[config.mk]
export PLATFORM = sky130hd
export DESIGN_NAME = bmd_dma_top
export DESIGN_NICKNAME = d
export VERILOG_FILES = /design/src/verilog/dma_pkt_pkg.sv /design/src/verilog/dma_regs_pkg.sv /design/src/verilog/wdma_req_if.sv /design/src/verilog/bmd_dma_top.sv /design/src/verilog/mwr_packet_builder.sv /design/src/verilog/wdma_fsm.sv /design/src/verilog/tx_credit_counter.sv /design/src/verilog/dma_reg_file.sv
export SDC_FILE = /design/constraint.sdc
export NUM_CORES = 1
export LEC_CHECK = 0
export BUFFER_PORTS_ARGS = -buffer_cell sky130_fd_sc_hd__buf_4
export CORE_AREA = 2 2 166 250
export DETAILED_ROUTE_END_ITERATION = 7
export DIE_AREA = 0 0 168 252
export PLACE_DENSITY = 0.64
export SLEW_MARGIN = 20
export SYNTH_ARGS = -nofsm -noshare
export SYNTH_HDL_FRONTEND = slang
export SYNTH_SLANG_ARGS = --single-unit
[constraint.sdc]
create_clock -name clk -period 17.05 [get_ports clk]
set_input_delay 0.8525 -clock clk [delete_from_list [all_inputs] [get_ports clk]]
set_output_delay 0.8525 -clock clk [all_outputs]
set_load 0.02 [all_outputs]
[src/verilog/dma_pkt_pkg.sv]
// Memory write packet format
// Stream beat type, header layout and the payload and credit limits

`default_nettype none

package dma_pkt_pkg;

    localparam int BEAT_W    = 64;
    localparam int PKT_LEN_W = 8;
    localparam int SEQ_W     = 8;
    localparam int CREDIT_W  = 3;

    localparam logic [PKT_LEN_W-1:0] MAX_PAYLOAD_WORDS = 8'd16;
    localparam logic [CREDIT_W-1:0]  INIT_CREDITS      = 3'd4;

    typedef logic [BEAT_W-1:0] beat_t;

    // One header beat, addr in the low bits
    typedef struct packed {
        logic [BEAT_W-32-PKT_LEN_W-SEQ_W-1:0] rsvd; // Always zero
        logic [SEQ_W-1:0]                     seq;
        logic [PKT_LEN_W-1:0]                 len;  // Payload words
        logic [31:0]                          addr; // Byte address
    } mwr_hdr_t;

endpackage

`default_nettype wire

[src/verilog/dma_regs_pkg.sv]
// Write DMA register map
// Address decode constants and the configuration held by the register file

`default_nettype none

package dma_regs_pkg;

    localparam int REG_ADDR_W = 2;

    localparam logic [REG_ADDR_W-1:0] REG_CTRL      = 2'd0; // Bit 0 enables triggers
    localparam logic [REG_ADDR_W-1:0] REG_BASE_ADDR = 2'd1; // Ring start, byte address
    localparam logic [REG_ADDR_W-1:0] REG_FRAME_LEN = 2'd2; // 64-bit words per frame
    localparam logic [REG_ADDR_W-1:0] REG_NUM_BUFS  = 2'd3; // Buffers in the ring

    localparam int BUF_ADDR_W  = 10; // xy_buf word address
    localparam int FRAME_LEN_W = 10;
    localparam int RING_W      = 8;

    // Live configuration, zero after reset
    typedef struct packed {
        logic                   enable;
        logic [31:0]            base_addr;
        logic [FRAME_LEN_W-1:0] frame_len;
        logic [RING_W-1:0]      num_bufs;
    } dma_cfg_t;

endpackage

`default_nettype wire
[src/verilog/wdma_req_if.sv]
// Packet request from the frame FSM to the packet builder
// start is a one-cycle pulse with stable fields, done marks the last beat

`timescale 1ns/1ns
`default_nettype none

interface wdma_req_if ();

    logic                                start;
    logic [31:0]                         addr;
    logic [dma_pkt_pkg::PKT_LEN_W-1:0]   len;
    logic [dma_regs_pkg::BUF_ADDR_W-1:0] buf_addr; // First xy_buf word
    logic [dma_pkt_pkg::SEQ_W-1:0]       seq;
    logic                                done;

    modport fsm (
        output start, addr, len, buf_addr, seq,
        input  done
    );

    modport builder (
        input  start, addr, len, buf_addr, seq,
        output done
    );

endinterface

`default_nettype wire

[src/verilog/bmd_dma_top.sv]
// Bus master write DMA top level
// Register file, credit counter, frame FSM and packet builder on plain ports

`timescale 1ns/1ns
`default_nettype none

module bmd_dma_top (
    input  wire                                 clk,
    input  wire                                 rst_n,
    input  wire                                 reg_wr_en_i,
    input  wire [dma_regs_pkg::REG_ADDR_W-1:0]  reg_addr_i,
    input  wire [31:0]                          reg_wdata_i,
    input  wire                                 timeframe_end_rise_i,
    output logic [dma_regs_pkg::BUF_ADDR_W-1:0] xy_buf_addr_o,
    input  wire dma_pkt_pkg::beat_t             xy_buf_dat_i,
    output logic                                tx_valid_o,
    output logic                                tx_sof_o,
    output logic                                tx_eof_o,
    output dma_pkt_pkg::beat_t                  tx_data_o,
    input  wire                                 tx_credit_i,
    output logic                                dma_busy_o,
    output logic [15:0]                         frame_count_o
);

    dma_regs_pkg::dma_cfg_t cfg;
    logic                   credit_take;
    logic                   credit_avail;

    wdma_req_if req_bus ();

    dma_reg_file i_reg_file (
        .clk         (clk),
        .rst_n       (rst_n),
        .reg_wr_en_i (reg_wr_en_i),
        .reg_addr_i  (reg_addr_i),
        .reg_wdata_i (reg_wdata_i),
        .cfg_o       (cfg)
    );

    tx_credit_counter i_credit (
        .clk      (clk),
        .rst_n    (rst_n),
        .take_i   (credit_take),
        .return_i (tx_credit_i),
        .avail_o  (credit_avail)
    );

    wdma_fsm i_fsm (
        .clk            (clk),
        .rst_n          (rst_n),
        .cfg_i          (cfg),
        .trigger_i      (timeframe_end_rise_i),
        .credit_avail_i (credit_avail),
        .credit_take_o  (credit_take),
        .req            (req_bus.fsm),
        .busy_o         (dma_busy_o),
        .frame_count_o  (frame_count_o)
    );

    mwr_packet_builder i_builder (
        .clk           (clk),
        .rst_n         (rst_n),
        .req           (req_bus.builder),
        .xy_buf_addr_o (xy_buf_addr_o),
        .xy_buf_dat_i  (xy_buf_dat_i),
        .tx_valid_o    (tx_valid_o),
        .tx_sof_o      (tx_sof_o),
        .tx_eof_o      (tx_eof_o),
        .tx_data_o     (tx_data_o)
    );

endmodule

`default_nettype wire

[src/verilog/mwr_packet_builder.sv]
// Memory write packet builder
// Sends the header beat the cycle after start, then len payload beats read
// from xy_buf, with each read issued one cycle ahead of its beat

`timescale 1ns/1ns
`default_nettype none

module mwr_packet_builder (
    input  wire                                 clk,
    input  wire                                 rst_n,
    wdma_req_if.builder                         req,
    output logic [dma_regs_pkg::BUF_ADDR_W-1:0] xy_buf_addr_o,
    input  wire dma_pkt_pkg::beat_t             xy_buf_dat_i,
    output logic                                tx_valid_o,
    output logic                                tx_sof_o,
    output logic                                tx_eof_o,
    output dma_pkt_pkg::beat_t                  tx_data_o
);

    logic                              active_q;
    logic                              hdr_phase_q;
    logic [dma_pkt_pkg::PKT_LEN_W-1:0] left_q; // Payload beats still to send
    dma_pkt_pkg::mwr_hdr_t             hdr_q;
    logic                              last_beat;

    assign last_beat = active_q && !hdr_phase_q && (left_q == 1);

    always_ff @(posedge clk) begin
        if (!rst_n) begin
            active_q      <= 1'b0;
            hdr_phase_q   <= 1'b0;
            xy_buf_addr_o <= '0;
        end else if (req.start) begin
            active_q      <= 1'b1;
            hdr_phase_q   <= 1'b1;
            xy_buf_addr_o <= req.buf_addr; // First read during the header beat
        end else begin
            hdr_phase_q <= 1'b0;
            if (active_q) begin
                xy_buf_addr_o <= xy_buf_addr_o + 1;
            end
            if (last_beat) begin
                active_q <= 1'b0;
            end
        end
    end

    always_ff @(posedge clk) begin
        if (req.start) begin
            hdr_q.rsvd <= '0;
            hdr_q.seq  <= req.seq;
            hdr_q.len  <= req.len;
            hdr_q.addr <= req.addr;
            left_q     <= req.len;
        end else if (active_q && !hdr_phase_q) begin
            left_q <= left_q - 1;
        end
    end

    assign tx_valid_o = active_q;
    assign tx_sof_o   = hdr_phase_q;
    assign tx_eof_o   = last_beat;
    assign req.done   = last_beat;
    assign tx_data_o  = hdr_phase_q ? dma_pkt_pkg::beat_t'(hdr_q) : xy_buf_dat_i;

endmodule

`default_nettype wire

[src/verilog/wdma_fsm.sv]
// Frame state machine of the write DMA
// Splits each triggered frame into packets of up to MAX_PAYLOAD_WORDS words,
// requests them one at a time under credit control and walks the buffer ring

`timescale 1ns/1ns
`default_nettype none

module wdma_fsm (
    input  wire                         clk,
    input  wire                         rst_n,
    input  wire dma_regs_pkg::dma_cfg_t cfg_i,
    input  wire                         trigger_i,
    input  wire                         credit_avail_i,
    output logic                        credit_take_o,
    wdma_req_if.fsm                     req,
    output logic                        busy_o,
    output logic [15:0]                 frame_count_o
);

    typedef enum logic [1:0] {
        IDLE,
        WAIT_CREDIT,
        SEND,        // Packet streaming, more to follow
        NEXT         // Last packet of the frame streaming
    } state_t;

    state_t                                                   state_q;
    logic                                                     trigger_q;
    logic                                                     trigger_rise;
    logic                                                     frame_ok;
    logic                                                     issue;
    logic                                                     last_pkt;
    logic [dma_regs_pkg::FRAME_LEN_W-1:0]                     remaining_q;
    logic [dma_regs_pkg::BUF_ADDR_W-1:0]                      word_idx_q;
    logic [31:0]                                              pkt_addr_q;
    logic [dma_regs_pkg::RING_W-1:0]                          slot_q;
    logic [dma_regs_pkg::RING_W-1:0]                          slot_next;
    logic [15:0]                                              frame_count_q;
    logic [dma_regs_pkg::RING_W+dma_regs_pkg::FRAME_LEN_W-1:0] slot_words;
    logic [31:0]                                              frame_addr;
    logic [dma_regs_pkg::FRAME_LEN_W-1:0]                     max_words;
    logic [dma_regs_pkg::FRAME_LEN_W-1:0]                     pkt_words;
    logic [31:0]                                              pkt_bytes;

    assign trigger_rise = trigger_i && !trigger_q;
    assign frame_ok     = cfg_i.enable && (cfg_i.frame_len != '0);

    // Byte offset of the current ring slot
    assign slot_words = {{dma_regs_pkg::FRAME_LEN_W{1'b0}}, slot_q}
                      * {{dma_regs_pkg::RING_W{1'b0}}, cfg_i.frame_len};
    assign frame_addr = cfg_i.base_addr + 32'({slot_words, 3'b000});
    assign slot_next  = slot_q + 1;

    assign max_words = {{(dma_regs_pkg::FRAME_LEN_W-dma_pkt_pkg::PKT_LEN_W){1'b0}},
                        dma_pkt_pkg::MAX_PAYLOAD_WORDS};
    assign last_pkt  = (remaining_q <= max_words);
    assign pkt_words = last_pkt ? remaining_q : max_words;
    assign pkt_bytes = 32'({pkt_words, 3'b000});

    assign issue         = (state_q == WAIT_CREDIT) && credit_avail_i;
    assign credit_take_o = issue;

    assign req.start    = issue;
    assign req.addr     = pkt_addr_q;
    assign req.len      = pkt_words[dma_pkt_pkg::PKT_LEN_W-1:0];
    assign req.buf_addr = word_idx_q;
    assign req.seq      = frame_count_q[dma_pkt_pkg::SEQ_W-1:0]; // Frame number mod 256

    assign busy_o        = (state_q != IDLE);
    assign frame_count_o = frame_count_q;

    always_ff @(posedge clk) begin
        if (!rst_n) begin
            state_q       <= IDLE;
            trigger_q     <= 1'b0;
            slot_q        <= '0;
            frame_count_q <= '0;
        end else begin
            trigger_q <= trigger_i;
            case (state_q)
                IDLE: begin
                    if (trigger_rise && frame_ok) begin
                        state_q <= WAIT_CREDIT;
                    end
                end
                WAIT_CREDIT: begin
                    if (credit_avail_i) begin
                        state_q <= last_pkt ? NEXT : SEND;
                    end
                end
                SEND: begin
                    if (req.done) begin
                        state_q <= WAIT_CREDIT;
                    end
                end
                NEXT: begin
                    if (req.done) begin
                        state_q       <= IDLE;
                        frame_count_q <= frame_count_q + 1;
                        slot_q        <= (slot_next >= cfg_i.num_bufs) ? '0 : slot_next;
                    end
                end
                default: begin
                    state_q <= IDLE;
                end
            endcase
        end
    end

    // Frame position, loaded while idle so the accepting edge captures it
    always_ff @(posedge clk) begin
        if (state_q == IDLE) begin
            remaining_q <= cfg_i.frame_len;
            word_idx_q  <= '0;
            pkt_addr_q  <= frame_addr;
        end else if (issue) begin
            remaining_q <= remaining_q - pkt_words;
            word_idx_q  <= word_idx_q + pkt_words;
            pkt_addr_q  <= pkt_addr_q + pkt_bytes;
        end
    end

endmodule

`default_nettype wire

[src/verilog/tx_credit_counter.sv]
// Transmit credit counter
// Starts full, one credit per packet, one back per host return pulse

`timescale 1ns/1ns
`default_nettype none

module tx_credit_counter (
    input  wire  clk,
    input  wire  rst_n,
    input  wire  take_i,
    input  wire  return_i,
    output logic avail_o
);

    logic [dma_pkt_pkg::CREDIT_W-1:0] credits_q;

    always_ff @(posedge clk) begin
        if (!rst_n) begin
            credits_q <= dma_pkt_pkg::INIT_CREDITS;
        end else if (take_i && !return_i) begin
            if (credits_q != '0) begin
                credits_q <= credits_q - 1;
            end
        end else if (return_i && !take_i) begin
            if (credits_q != dma_pkt_pkg::INIT_CREDITS) begin // Saturate at the start value
                credits_q <= credits_q + 1;
            end
        end
    end

    assign avail_o = (credits_q != '0);

endmodule

`default_nettype wire

[src/verilog/dma_reg_file.sv]
// DMA control registers
// Host write port into enable, ring base, frame length and ring size

`timescale 1ns/1ns
`default_nettype none

module dma_reg_file (
    input  wire                                clk,
    input  wire                                rst_n,
    input  wire                                reg_wr_en_i,
    input  wire [dma_regs_pkg::REG_ADDR_W-1:0] reg_addr_i,
    input  wire [31:0]                         reg_wdata_i,
    output dma_regs_pkg::dma_cfg_t             cfg_o
);

    always_ff @(posedge clk) begin
        if (!rst_n) begin
            cfg_o <= '0;
        end else if (reg_wr_en_i) begin
            case (reg_addr_i)
                dma_regs_pkg::REG_CTRL: begin
                    cfg_o.enable <= reg_wdata_i[0];
                end
                dma_regs_pkg::REG_BASE_ADDR: begin
                    cfg_o.base_addr <= reg_wdata_i;
                end
                dma_regs_pkg::REG_FRAME_LEN: begin
                    cfg_o.frame_len <= reg_wdata_i[dma_regs_pkg::FRAME_LEN_W-1:0];
                end
                dma_regs_pkg::REG_NUM_BUFS: begin
                    cfg_o.num_bufs <= reg_wdata_i[dma_regs_pkg::RING_W-1:0];
                end
                default: begin
                    cfg_o <= cfg_o;
                end
            endcase
        end
    end

endmodule

`default_nettype wire

* After elaboration in Yosys (flattened, before gate mapping) *
Index checks and enable logic that the tools add are counted.

word-level totals
  logic and storage cells = 99
  bits of input ports = 103
  register bits after elaboration = 201
  output and inout port bits = 94

operators by class
  eq/ne operators = 13
  add/subtract/negate cells = 10
  multipliers = 1
  magnitude comparators = 2
  reductions and logical operators = 30
  multiplexer cells = 24

operators with widths
  operator                                                                 number
  32-bit 2-to-1 mux                                                        2
  64-bit 2-to-1 mux                                                        1
  10-bit 2-to-1 mux                                                        5
  32-bit by 13-bit adder with 32-bit output                                1
  32-bit by 21-bit adder with 32-bit output                                1
  8-bit 2-to-1 mux                                                         3
  8-bit by 10-bit multiplier with 18-bit output                            1
  16-bit by 1-bit adder with 16-bit output (second input constant)         1
  2-bit nonzero test                                                       7
  3-bit 2-to-1 mux                                                         4
  10-bit by 1-bit adder with 10-bit output (second input constant)         1
  10-bit adder                                                             1
  10-bit by 5-bit <= comparator with 1-bit output (second input constant)  1
  2-bit AND reduction                                                      5
  10-bit nonzero test                                                      1
  10-bit subtractor                                                        1
  8-bit by 1-bit adder with 8-bit output (second input constant)           1
  2-bit == test (second input constant)                                    4
  8-bit by 1-bit == test with 1-bit output (second input constant)         1
  8-bit greater-or-equal comparator                                        1
  1-bit logical AND                                                        8
  2-bit 2-to-1 mux                                                         4
  2-bit case mux with 4 select lines                                       1
  8-bit by 1-bit subtractor with 8-bit output (second input constant)      1
  other kinds (12)                                                         23

* Depth between registers and ports, before layout *
  depth after elaboration = 6
  mapped depth = 28
  mapped depth without buffers = 25

* Cells and area by module *
Synthesis repeated with hierarchy kept, for this count alone.

unflattened totals
  cell total of the unflattened synthesis = 1454
  area, all modules = 13838.3 sq um

modules (own cells, without submodules)
  module              area an instance (sq um)  seq. area each (sq um)  instances  cells each
  wdma_fsm            8458.1                    2001.9                  1          987
  mwr_packet_builder  3193.1                    1921.8                  1          240
  dma_reg_file        1974.4                    1021.0                  1          203
  tx_credit_counter   212.7                     60.1                    1          24

* Worst setup path after synthesis *
OpenSTA, ideal clock, no wires.

  path type = reg-to-reg
  start = register i_fsm.slot_q[2] in the netlist's numbering
  end = register i_fsm.pkt_addr_q[23] (netlist: i_fsm.req.addr[23]) (data pin)
  arrival = 6003 ps
  buffers on the path = 3
  period minus slack after synthesis = 6155 ps
  library setup time = 152 ps
  data required time = 16898 ps
  slack = 10895 ps
  cell stages (with the launch flop) = 27
  cell sequence = dfxtp_1 -> clkbuf_1 -> clkbuf_1 -> nand2_1 -> fa_1 -> fa_1 -> inv_1 -> fa_1 -> inv_1 -> fa_1 -> inv_1 -> ha_1 -> or3_1 -> o2111ai_1 -> a21boi_0 -> o21a_1 -> o211ai_1 -> xnor2_1 -> ha_1 -> and4_1 -> and2_1 -> nand4_1 -> nand4b_1 -> a21o_1 -> clkbuf_1 -> a31o_2 -> a31oi_1

between the ends
  longest elaborated chain between the ends = 3

RTL lines
  element                                        RTL line         RTL
  start, declared                                wdma_fsm.sv:36   logic [dma_regs_pkg::RING_W-1:0] slot_q;
  start signal, assigned                         wdma_fsm.sv:100  slot_q <= (slot_next >= cfg_i.num_bufs) ? '0 : slot_next;
  8-bit by 10-bit multiplier with 18-bit output  wdma_fsm.sv:50   * {{dma_regs_pkg::RING_W{1'b0}}, cfg_i.frame_len};
  32-bit by 21-bit adder with 32-bit output      wdma_fsm.sv:51   assign frame_addr = cfg_i.base_addr + 32'({slot_words, 3'b000});
  32-bit 2-to-1 mux                              wdma_fsm.sv:112  if (state_q == IDLE) begin
  end signal, assigned                           wdma_fsm.sv:115  pkt_addr_q <= frame_addr;
  end signal, assigned                           wdma_fsm.sv:119  pkt_addr_q <= pkt_addr_q + pkt_bytes;
  end, declared                                  wdma_fsm.sv:35   logic [31:0] pkt_addr_q;

Every way passes these cells.
A chain may end at the register's enable or synchronous reset.

* Worst setup path after layout *
  start = register i_fsm.slot_q[2] in the netlist's numbering
  end = register i_fsm.pkt_addr_q[25] (netlist: i_fsm.req.addr[25]) (data pin)

Same word-level chain as after synthesis.

==> results.json <==
{
  "dieHeight_um": 252,
  "timing.max_cap.violations": 0,
  "yosysTopAreaCell": "edfxtp_1",
  "post_route_cells_drive_above_1_share_pct": 18.41,
  "synth-seq-cells": 201,
  "initial_core_util_pct": 34.87,
  "worst-setup-path-type": "flop to flop",
  "reg2reg_to": "i_fsm.req.addr[25]",
  "power.density_cell_area_nw_per_um2": 70.09,
  "synth-edff-count": 98,
  "final_area_um2": 16660,
  "synthTopCellsByCount": "nand2_1, dfxtp_1, edfxtp_1, inv_1, ha_1",
  "share_of_the_synthesized_area_in_compound_gates_ao_oa_aoi_oai_pct": 13.42,
  "number_of_antenna_violations_at_the_first_check_in_global_routing": 0,
  "hold_start": "i_fsm.req.addr[2]",
  "cts_inserted_buffers": 22,
  "synth_simple_gate_area_share_pct": 19.59,
  "critPathBufInv": 2,
  "cp-start-kind": "flop",
  "mean_instance_size_in_the_synthesized_netlist_um2": 9.342,
  "first_pass_grt_wire_length_um": 56950,
  "critical-path-top-delay-family": "adder cells",
  "hold-path-cell-count": 0,
  "synthCells": 1492,
  "setup_viol": 0,
  "multiplexer_share_of_the_synthesized_area_pct": 5.251,
  "tritoncts": "yes",
  "maxSlewViolCount": 0,
  "clk_latency_ps": 530,
  "rrSetupSlack_ps": 10390,
  "yosys.cell_types.count": 71,
  "area.growth.synth_to_final_pct": 19.51,
  "final_hold_viol_count": 0,
  "cp-endpoint": "i_fsm.req.addr[25]",
  "cp.depth": 23,
  "postRouteWirelength_um": 35220,
  "finClkSkew_ps": 21.87,
  "via_per_inst": 5.044,
  "synthArstFlopShare_pct": 0,
  "clkSlewWorstSetupHoldPaths_ps": 60,
  "synthMostInstantiatedCell": "nand2_1",
  "result_of_the_run": "completed",
  "crit_path_max_incr_delay_ps": 720,
  "critPathArrivalTime_ps": 6910,
  "timing.hold.worst.class": "flop to flop",
  "critPathMostFrequentCell": "fa_1",
  "routedWlPerCell_um": 16.13,
  "cp_required_ps": 17300,
  "clock_tree.buffer_depth": 3,
  "synth_top_family_by_area": "simple AND/OR/NAND/NOR gates",
  "buffers_inserted_by_post_cts_timing_repair": 0,
  "num_vias": 11020,
  "post-route-util_pct": 41.67,
  "synth_sequential_area_ratio_pct": 35.91,
  "final_period_minus_worst_setup_slack_ps": 6657,
  "timing.critical_path.to_type": "flop",
  "slew_limit_headroom_pct": 44.12,
  "grt_max_degree": 90,
  "sequential_cell_area_um2": 5006,
  "stdcell_count": 2184,
  "multi_input_area_um2": 8338,
  "synth.cell_area_um2": 13940,
  "rows": 90,
  "totalNegativeSetupSlack_ps": 0,
  "design.die.area_um2": 42340,
  "place_area_um2": 15880,
  "crit_start": "i_fsm.slot_q[2]",
  "io_pins": 197,
  "grt_setup_unrepaired": "false",
  "ys.flop_type": "dfxtp_1",
  "worst_hold_slack_ps": 430.1,
  "hold_buffers": 0,
  "yosys_warnings": 0,
  "core-area_um2": 39980,
  "period_share_pct": 39.04,
  "globalRouteOverflowTotal": 0,
  "routabilityCongestion": 0.8890,
  "worst_slew_pin_slew_ps": 838.2,
  "dieWidth_um": 168,
  "place.detailed.hpwl_um": 27020,
  "r2r-start": "i_fsm.slot_q[2]",
  "track_usage_pct": 16.44,
  "worst_r2r_path_depth": 23,
  "clock_tree_root_buffer_cell": "clkbuf_16",
  "static-leakage-power_nw": 7.472,
  "synth-adder-area-share_pct": 15.46,
  "post_synth_main_area_contributors": "edfxtp_1, dfxtp_1, ha_1",
  "max_freq_mhz": 150.2,
  "synth-xor-area-share_pct": 5.718,
  "dr.pass1.iters": 4,
  "dr.first_iter.drc_count": 479,
  "cts_num_sinks": 201,
  "first_global_vias": 11290,
  "crit_path_cell_trace": "and2_1, fa_1, fa_1, fa_1, inv_1, fa_1, inv_1, ha_1, nor3_1, nor2_1, a31oi_1, nor2b_1, o21ai_0, nand2b_1, xor2_1, ha_1, o21ai_0, nor2_1, o41ai_1, nand3_1, a2111o_1, o21ai_0, o22ai_1",
  "cp_slowest_cell": "dfxtp_1",
  "post_cts.resized_instances": 0,
  "placement.io_buffers": 196,
  "vdd.ir_drop.worst_mv": 0.05350,
  "place.detailed.instances": 2144,
  "maximum_net_fanout_on_the_critical_path": 17,
  "fillerInstances": 3946,
  "antennaDiodeCount": 0,
  "drcViolationCount": 0,
  "cts.htree.levels": 1,
  "nets": 1906,
  "antenna_left": 0,
  "yosys.area.top_type_share_pct": 21.11
}
[where the power goes]
| group | switching (mW) | internal [mW] |
|---|---|---|
| combinational | 0.0666 | 0.0599 |
| sequential | 0.0143 | 0.519 |
| clock | 0.211 | 0.297 |
| total | 0.292 | 0.876 |
[kinds of logic after synthesis]
family,Yosys count
and+or+nand+nor,537
AOI/OAI and AO/OA,285
DFF,201
buffers and inverters,168
adders and majority gates,141
xor gates and xnor gates,91
muxes,67
other,2
[metrics by stage]
stage | total power, mW | worst slack (ps)
2_1_floorplan | 0.6164 | 10900
3_3_place_gp | 0.6679 | 10660
3_5_place_dp | 0.6705 | 10490
4_1_cts | 1.184 | 10440
5_1_grt | 1.214 | 9977
6_report | 1.168 | 10390
[registers in the layout, summed over array words and instances (netlist names), 2 cells and up]
name / count
i_builder.hdr_q: 48
i_builder.left_q: 8
i_builder.xy_buf_addr_o: 10
i_credit.credits_q: 3
i_fsm.frame_count_o: 16
i_fsm.remaining_q: 10
i_fsm.req.addr: 32
i_fsm.req.buf_addr: 10
i_fsm.slot_q: 8
i_fsm.state_q: 2
i_reg_file.cfg_o: 51
[final cells by class]
| class | count | area share, % |
|---|---|---|
| Clock buffer | 31 | 4.071 |
| Clock inverter | 9 | 0.5934 |
| Inverter | 99 | 2.231 |
| Multi-Input combinational cell | 1134 | 50.06 |
| Sequential cell | 201 | 30.05 |
| Tap cell | 506 | 3.801 |
| Timing Repair Buffer | 204 | 9.194 |
[cells in the final DEF, fill, tap and decap left out, drive strengths merged, types with 42 or more instances in the layout]
| cell | netlist | routed |
|---|---|---|
| nand3 | 43 | 43 |
| xnor2 | 49 | 49 |
| xor2 | 42 | 42 |
| nor2 | 58 | 58 |
| ha | 89 | 89 |
| fa | 52 | 52 |
| a21oi | 58 | 58 |
| inv | 98 | 100 |
| edfxtp | 98 | 98 |
| dfxtp | 103 | 103 |
| a21boi | 46 | 46 |
| buf | 8 | 204 |
| o21ai | 71 | 71 |
| nand2 | 200 | 200 |
| mux2 | 49 | 49 |
| and2 | 84 | 84 |
[worst min-delay path by stage]
stage                          to  slack (ps)
2_1_floorplan  i_builder.hdr_q[0]         400
3_3_place_gp   i_builder.hdr_q[1]         420
3_5_place_dp   i_builder.hdr_q[2]         410
4_1_cts        i_builder.hdr_q[2]         430
5_1_grt        i_builder.hdr_q[2]         430
6_report       i_builder.hdr_q[2]         430
[routing by layer]
metal,wire length [um],GRT usage [%],up-vias
li1,-,-,5497
met1,14050,18.73,5253
met2,18950,31.20,196
met3,1125,1.867,70
met4,1093,6.161,0
met5,0,0,-
No activity file was read; power rests on OpenSTA's default activity.
